[src/hw/cache_defs.svh]
`ifndef CACHE_DEFS_SVH
`define CACHE_DEFS_SVH

// Direct-mapped, one word per line
`define CACHE_LINES  256

`define CACHE_ADDR_W 32  // Byte address
`define CACHE_DATA_W 32

`endif

[src/hw/cache_pkg.sv]
`default_nettype none
`include "cache_defs.svh"

package cache_pkg;

    localparam int OFFSET_W = $clog2(`CACHE_DATA_W / 8);  // Byte offset, ignored
    localparam int INDEX_W  = $clog2(`CACHE_LINES);
    localparam int TAG_W    = `CACHE_ADDR_W - INDEX_W - OFFSET_W;

    typedef logic [INDEX_W-1:0] index_t;
    typedef logic [TAG_W-1:0]   tag_t;

    // Per-line bookkeeping, kept beside the data word
    typedef struct packed {
        logic valid;
        logic dirty;
        tag_t tag;
    } line_meta_t;

    typedef enum logic [2:0] {
        IDLE,
        LOOKUP,
        WRITE_BACK,
        FETCH,
        FILL,
        FLUSH_SCAN,
        FLUSH_WRITE
    } ctrl_state_e;

endpackage

`default_nettype wire

[src/hw/mem_bus_pkg.sv]
`default_nettype none
`include "cache_defs.svh"

package mem_bus_pkg;

    // Word-wide main memory port
    typedef logic [`CACHE_ADDR_W-1:0] mem_addr_t;
    typedef logic [`CACHE_DATA_W-1:0] mem_word_t;

endpackage

`default_nettype wire

[src/hw/store_if.sv]
`timescale 1ns/1ps
`default_nettype none

interface store_if;

    cache_pkg::index_t      index;
    cache_pkg::tag_t        lookup_tag;
    logic                   hit;
    cache_pkg::line_meta_t  victim_meta;  // Whatever sits at index now
    mem_bus_pkg::mem_word_t line_data;

    // Write port, same index as the read
    logic                   meta_we;
    cache_pkg::line_meta_t  meta_wdata;
    logic                   data_we;
    mem_bus_pkg::mem_word_t data_wdata;

    modport ctrl (
        output index, lookup_tag, meta_we, meta_wdata, data_we, data_wdata,
        input  hit, victim_meta, line_data
    );

    modport store (
        input  index, lookup_tag, meta_we, meta_wdata, data_we, data_wdata,
        output hit, victim_meta, line_data
    );

endinterface

`default_nettype wire

[src/hw/cache_ctrl.sv]
`timescale 1ns/1ps
`default_nettype none
`include "cache_defs.svh"

module cache_ctrl
    import cache_pkg::*;
    import mem_bus_pkg::*;
(
    input  logic      clk,
    input  logic      reset,
    input  logic      read,
    input  logic      write,
    input  logic      flush,
    input  mem_addr_t address,
    input  mem_word_t write_data,
    output mem_word_t read_data,
    output logic      hit,
    output logic      miss,
    output logic      ready,
    output logic      mem_read,
    output logic      mem_write,
    output mem_addr_t mem_address,
    output mem_word_t mem_write_data,
    input  mem_word_t mem_read_data,
    store_if.ctrl     bus
);

    ctrl_state_e state;
    ctrl_state_e next_state;
    mem_addr_t   req_addr;
    mem_word_t   req_data;
    logic        req_write;
    index_t      req_index;
    tag_t        req_tag;
    index_t      flush_idx;
    logic        flushing;
    logic        victim_dirty;
    logic        last_line;
    logic        writing_back;

    assign req_index    = req_addr[OFFSET_W +: INDEX_W];
    assign req_tag      = req_addr[OFFSET_W + INDEX_W +: TAG_W];
    assign flushing     = (state == FLUSH_SCAN) || (state == FLUSH_WRITE);
    assign victim_dirty = bus.victim_meta.valid && bus.victim_meta.dirty;
    assign last_line    = (flush_idx == index_t'(`CACHE_LINES - 1));
    assign writing_back = (state == WRITE_BACK) || (state == FLUSH_WRITE);
    assign ready        = (state == IDLE);

    assign bus.index      = flushing ? flush_idx : req_index;
    assign bus.lookup_tag = req_tag;

    always_comb begin
        next_state = state;
        case (state)
            IDLE: begin
                if (flush) begin
                    next_state = FLUSH_SCAN;  // Flush wins over read/write
                end else if (read || write) begin
                    next_state = LOOKUP;
                end
            end
            LOOKUP: begin
                if (bus.hit) begin
                    next_state = IDLE;
                end else if (victim_dirty) begin
                    next_state = WRITE_BACK;
                end else begin
                    next_state = FETCH;
                end
            end
            WRITE_BACK:  next_state = FETCH;
            FETCH:       next_state = FILL;
            FILL:        next_state = IDLE;
            FLUSH_SCAN: begin
                if (victim_dirty) begin
                    next_state = FLUSH_WRITE;
                end else if (last_line) begin
                    next_state = IDLE;
                end
            end
            FLUSH_WRITE: next_state = last_line ? IDLE : FLUSH_SCAN;
            default:     next_state = IDLE;
        endcase
    end

    // Storage updates: write hit, line fill, dirty clear on flush
    always_comb begin
        bus.meta_we    = 1'b0;
        bus.data_we    = 1'b0;
        bus.meta_wdata = line_meta_t'{valid: 1'b1, dirty: req_write, tag: req_tag};
        bus.data_wdata = req_write ? req_data : mem_read_data;  // Write miss overrides fill
        case (state)
            LOOKUP: begin
                bus.meta_we = bus.hit && req_write;
                bus.data_we = bus.hit && req_write;
            end
            FILL: begin
                bus.meta_we = 1'b1;
                bus.data_we = 1'b1;
            end
            FLUSH_WRITE: begin
                bus.meta_we    = 1'b1;
                bus.meta_wdata = line_meta_t'{valid: 1'b1, dirty: 1'b0,
                                              tag: bus.victim_meta.tag};
            end
            default: ;
        endcase
    end

    always_comb begin
        mem_read       = (state == FETCH);
        mem_write      = writing_back;
        mem_write_data = bus.line_data;
        if (writing_back) begin
            mem_address = {bus.victim_meta.tag, bus.index, {OFFSET_W{1'b0}}};
        end else begin
            mem_address = {req_tag, req_index, {OFFSET_W{1'b0}}};
        end
    end

    // Request held here while the FSM works on it
    always_ff @(posedge clk) begin
        if (ready && !flush && (read || write)) begin
            req_addr  <= address;
            req_data  <= write_data;
            req_write <= write;
        end
    end

    always_ff @(posedge clk or posedge reset) begin
        if (reset) begin
            state     <= IDLE;
            flush_idx <= '0;
            hit       <= 1'b0;
            miss      <= 1'b0;
            read_data <= '0;
        end else begin
            state <= next_state;
            case (state)
                IDLE: begin
                    if (flush || read || write) begin
                        hit       <= 1'b0;
                        miss      <= 1'b0;
                        flush_idx <= '0;
                    end
                end
                LOOKUP: begin
                    hit  <= bus.hit;
                    miss <= !bus.hit;
                    if (bus.hit && !req_write) begin
                        read_data <= bus.line_data;
                    end
                end
                FILL: begin
                    if (!req_write) begin
                        read_data <= mem_read_data;
                    end
                end
                FLUSH_SCAN: begin
                    if (!victim_dirty) begin
                        flush_idx <= flush_idx + 1'b1;  // Clean line, move on
                    end
                end
                FLUSH_WRITE: flush_idx <= flush_idx + 1'b1;
                default: ;
            endcase
        end
    end

endmodule

`default_nettype wire

[src/flat_wrapper.sv]
// flat-port wrapper written by rule: the top's interface ports become plain ports
module cache_ctrl_flat import cache_pkg::*; import mem_bus_pkg::*;
  (clk, reset, read, write, flush, address, write_data, read_data, hit, miss, ready, mem_read, mem_write, mem_address, mem_write_data, mem_read_data, bus_index, bus_lookup_tag, bus_meta_we, bus_meta_wdata, bus_data_we, bus_data_wdata, bus_hit, bus_victim_meta, bus_line_data);
  store_if bus_i ();
  input  logic clk;
  input  logic reset;
  input  logic read;
  input  logic write;
  input  logic flush;
  input  mem_addr_t address;
  input  mem_word_t write_data;
  output mem_word_t read_data;
  output logic hit;
  output logic miss;
  output logic ready;
  output logic mem_read;
  output logic mem_write;
  output mem_addr_t mem_address;
  output mem_word_t mem_write_data;
  input  mem_word_t mem_read_data;
  output wire logic [$bits(bus_i.index)-1:0] bus_index;
  output wire logic [$bits(bus_i.lookup_tag)-1:0] bus_lookup_tag;
  output wire logic [$bits(bus_i.meta_we)-1:0] bus_meta_we;
  output wire logic [$bits(bus_i.meta_wdata)-1:0] bus_meta_wdata;
  output wire logic [$bits(bus_i.data_we)-1:0] bus_data_we;
  output wire logic [$bits(bus_i.data_wdata)-1:0] bus_data_wdata;
  input wire logic [$bits(bus_i.hit)-1:0] bus_hit;
  input wire logic [$bits(bus_i.victim_meta)-1:0] bus_victim_meta;
  input wire logic [$bits(bus_i.line_data)-1:0] bus_line_data;
  assign bus_index = bus_i.index;
  assign bus_lookup_tag = bus_i.lookup_tag;
  assign bus_meta_we = bus_i.meta_we;
  assign bus_meta_wdata = bus_i.meta_wdata;
  assign bus_data_we = bus_i.data_we;
  assign bus_data_wdata = bus_i.data_wdata;
  assign bus_i.hit = bus_hit;
  assign bus_i.victim_meta = bus_victim_meta;
  assign bus_i.line_data = bus_line_data;
  cache_ctrl u_core (.clk(clk), .reset(reset), .read(read), .write(write), .flush(flush), .address(address), .write_data(write_data), .read_data(read_data), .hit(hit), .miss(miss), .ready(ready), .mem_read(mem_read), .mem_write(mem_write), .mem_address(mem_address), .mem_write_data(mem_write_data), .mem_read_data(mem_read_data), .bus(bus_i));
endmodule
[config.mk]
export PLATFORM = sky130hd
export DESIGN_NAME = cache_ctrl_flat
export DESIGN_NICKNAME = d
export VERILOG_FILES = /design/src/hw/cache_pkg.sv /design/src/hw/mem_bus_pkg.sv /design/src/hw/store_if.sv /design/src/hw/cache_ctrl.sv /design/src/flat_wrapper.sv
export VERILOG_INCLUDE_DIRS = /design/src /design/src/hw
export SDC_FILE = /design/constraint.sdc
export NUM_CORES = 1
export LEC_CHECK = 0
export BUFFER_PORTS_ARGS = -buffer_cell sky130_fd_sc_hd__buf_2
export CAP_MARGIN = 15
export CORE_AREA = 2 2 137 139
export CTS_BUF_LIST = sky130_fd_sc_hd__clkbuf_16
export DETAILED_ROUTE_END_ITERATION = 16
export DIE_AREA = 0 0 139 141
export MAX_ROUTING_LAYER = met4
export PLACE_DENSITY_LB_ADDON = 0.08
export SETUP_SLACK_MARGIN = 0.2
export SYNTH_ARGS = -nofsm -noshare
export SYNTH_HDL_FRONTEND = slang
export SYNTH_SLANG_ARGS = --single-unit
[constraint.sdc]
create_clock -name clk -period 9.1 [get_ports clk]
set_input_delay 0.455 -clock clk [delete_from_list [all_inputs] [get_ports clk]]
set_output_delay 0.455 -clock clk [all_outputs]
set_load 0.01 [all_outputs]
==> results.sh <==
export IMPL_outcome="finished clean"
export IMPL_ys_seq_area_frac=0.529
export IMPL_cp_arrival_ns=2.75
export IMPL_hold_viol=0
export IMPL_stdcell_count=1018
export IMPL_synth_compound_area_frac=0.0609
export IMPL_synthCells=503
export IMPL_final_cell_mix="buf_2 (341), nand2_1 (105), mux2_2 (68), edfxtp_1 (63), dfrtp_1 (45)"
export IMPL_grt_use_met2=0.296
export IMPL_synth_top_area_share=0.331
export IMPL_power_density_nw_per_um2=256
export IMPL_total_power_mw=1.92
export IMPL_grt_pass1_wl_um=25300
export IMPL_place_ws_ns=6.22
export IMPL_via_count=4594
export IMPL_globalplace_congestion=0.796
export IMPL_synth_area_leaders="edfxtp_1 (33%), dfrtp_1 (20%), mux2_2 (13%), buf_4 (8.0%), nand2_1 (6.9%)"
export IMPL_synthArstFlopShare=0.417
export IMPL_post_cts_buffers=0
export IMPL_clock_latency_ns=0.35
export IMPL_h_tree_depth=3
export IMPL_cts_sinks=108
export IMPL_synth_top_family_by_area="multiplexers"
export IMPL_synth_ff_type="edfxtp_1"
export IMPL_die_y_um=141
export IMPL_coreArea_sq_um=18300
export IMPL_grt_pass1_vias=4710
export IMPL_drive_above_1_share=0.561
export IMPL_postCtsHoldBufs=0
export IMPL_die_w_um=139
export IMPL_numCtsBuffers=9
export IMPL_ys_warn_count=0
export IMPL_pin_count=347
export IMPL_endpoint_kind="primary output"
export IMPL_crit_slowest_cell="o21ai_2"
export IMPL_critPathMaxFanout=26
export IMPL_dpl_cell_count=999
export IMPL_clockBufferDepth=2
export IMPL_path_class="flip-flop to primary output"
export IMPL_wl_per_cell_um=16.2
export IMPL_synthAdderAreaFrac=0.00219
export IMPL_fin_util=0.410
export IMPL_dp_hpwl_um=12600
export IMPL_max_freq_mhz=312
export IMPL_grt_max_degree=65
export IMPL_tightest_slew_ns=1.01
export IMPL_muxShareOfSynthArea=0.197
export IMPL_initialDrtViolationCount=202
export IMPL_yosysTopAreaCell="edfxtp_1"
export IMPL_place_area_sq_um=7190
export IMPL_synthSimpleGateAreaFrac=0.107
export IMPL_slew_headroom=0.325
export IMPL_period_share=0.352
export IMPL_rsz0062_at_grt="no"
export IMPL_cts_tree="done"
export IMPL_p_leak_nw=3.57
export IMPL_slew_viol_final=0
export IMPL_clk_pin_slew_worst_paths_ns=0.08
export IMPL_grt_busiest_layer="met2"
export IMPL_drc=0
export IMPL_ir_drop_uv=129
export IMPL_syn_area_sq_um=5710
export IMPL_synth_cell_types=45
export IMPL_cpPeakStageDelay_ns=0.62
export IMPL_synth_avg_cell_area_sq_um=11.4
export IMPL_critical_path_top_delay_family="compound AO/OA/AOI/OAI gates"
export IMPL_use_met1=0.194
export IMPL_synth_xor_area_share=0
export IMPL_skew_ns=0.00754
export IMPL_drtAntennaViolNets=0
export IMPL_setup_viol=0
export IMPL_synthToLayoutAreaGrowth_pct=31.3
export IMPL_fin_nets=935
export IMPL_fin_area_sq_um=7500
export IMPL_routed_wl_um=16400
export IMPL_antenna_found_initial=0
export IMPL_ys_ff_latch=108
export IMPL_viasPerCell=4.51
export IMPL_max_cap_violations=0
export IMPL_die_area_sq_um=19600
export IMPL_start_util=0.313
export IMPL_worst_path_buf_inv=2
export IMPL_place_port_buffers=341
export IMPL_overflow=0
export IMPL_grt_use_met3=0.0482
export IMPL_crit_path_cell_trace="nand2b_4 > inv_2 > o21ai_2 > mux2_2 > buf_2"
export IMPL_setup_tns_ns=0
export IMPL_num_rows=50
export IMPL_required_ns=8.65
export IMPL_cts_root_buf="clkbuf_16"
export IMPL_worst_slack_ns=5.89
export IMPL_hp_class="input port to flip-flop"
export IMPL_fin_crit_ns=3.21
export IMPL_track_usage=0.169
export IMPL_synth_edf_count=63
export IMPL_final_common_cell="buf_2"
export IMPL_post_cts_resized=0
export IMPL_finalHoldWorstSlack_ns=0.268
export IMPL_worstSetupStartpointType="flip-flop"
export IMPL_drt_pass1_iter_count=4
[cell usage after synthesis (2+ instances only)]
cell      instances
a211o_1           2
a21oi_1           5
and2_1            3
and3_1            2
buf_1             3
buf_2             7
buf_4            61
buf_6             2
clkbuf_1         12
conb_1            2
dfrtp_1          45
edfxtp_1         63
inv_1             3
mux2_2           68
mux2i_1          35
nand2_1         105
nand2b_1          4
nand3_1           7
nand4_1           3
nor2_1            2
nor2b_1           2
nor3b_1           3
o211ai_1          2
o21ai_0          39
o31ai_1           3
[flip-flops by register name (all words and copies together), names as in the netlist]
register and flops:
u_core.flush_idx 8, u_core.hit 1, u_core.miss 1, u_core.read_data 32, u_core.req_addr 30, u_core.req_data 32
u_core.req_write 1, u_core.state 3
[worst register-to-register path, delay by kind of cell, from the launching register on]
kind | cells | cell delay, ns
flops | 1 | 0.64
compound gates | 3 | 0.91
buf+inv | 1 | 0.44
simple gates | 1 | 0.28
[routing by layer]
| metal | part of all wire | wire [um] |
|---|---|---|
| met5 | 0 | 0 |
| met4 | 0.011 | 174 |
| met3 | 0.062 | 1020 |
| met2 | 0.53 | 8780 |
| met1 | 0.39 | 6460 |
[layout make-up]
type / instances / area, sq um
well taps: 234 / 293
flip-flops and latches: 108 / 3020
repair buffers: 346 / 1740
clock inverters: 7 / 73.8
clock buffers: 9 / 225
diodes: 3 / 7.51
fillers: 1847 / 10800
multi-input cells: 307 / 2120
inverters: 4 / 15.0
[final timing paths]
path | start | end | slack (ns) | cells after the start
min in group asynchronous | reset | u_core.read_data[5] | 0.35 | 2
max in group asynchronous | reset | u_core.read_data[28] | 8.12 | 2
min | write_data[20] | u_core.req_data[20] | 0.27 | 1
min reg2reg | u_core.read_data[5] | u_core.read_data[5] | 0.47 | 2
max reg2reg | u_core.state[1] | u_core.flush_idx[6] | 6.71 | 5
max | u_core.state[0] | bus_index[2] | 5.89 | 5
[logic make-up (layout without fill, tap and decap cells)]
| kind of cell | Yosys count | count (layout) |
|---|---|---|
| flops | 108 | 108 |
| simple gates | 139 | 139 |
| mux | 104 | 104 |
| buf+inv | 89 | 366 |
| fa+ha+maj | 1 | 1 |
| compound gates | 60 | 60 |
| other cells | 2 | 6 |
[power breakdown]
part / total (mW) / internal (mW) / switching [mW]
Clock: 0.400 / 0.215 / 0.185
Sequential: 0.744 / 0.658 / 0.0861
Combinational: 0.779 / 0.328 / 0.451
Total: 1.92 / 1.20 / 0.722
Power figures use the tool's default switching activity.
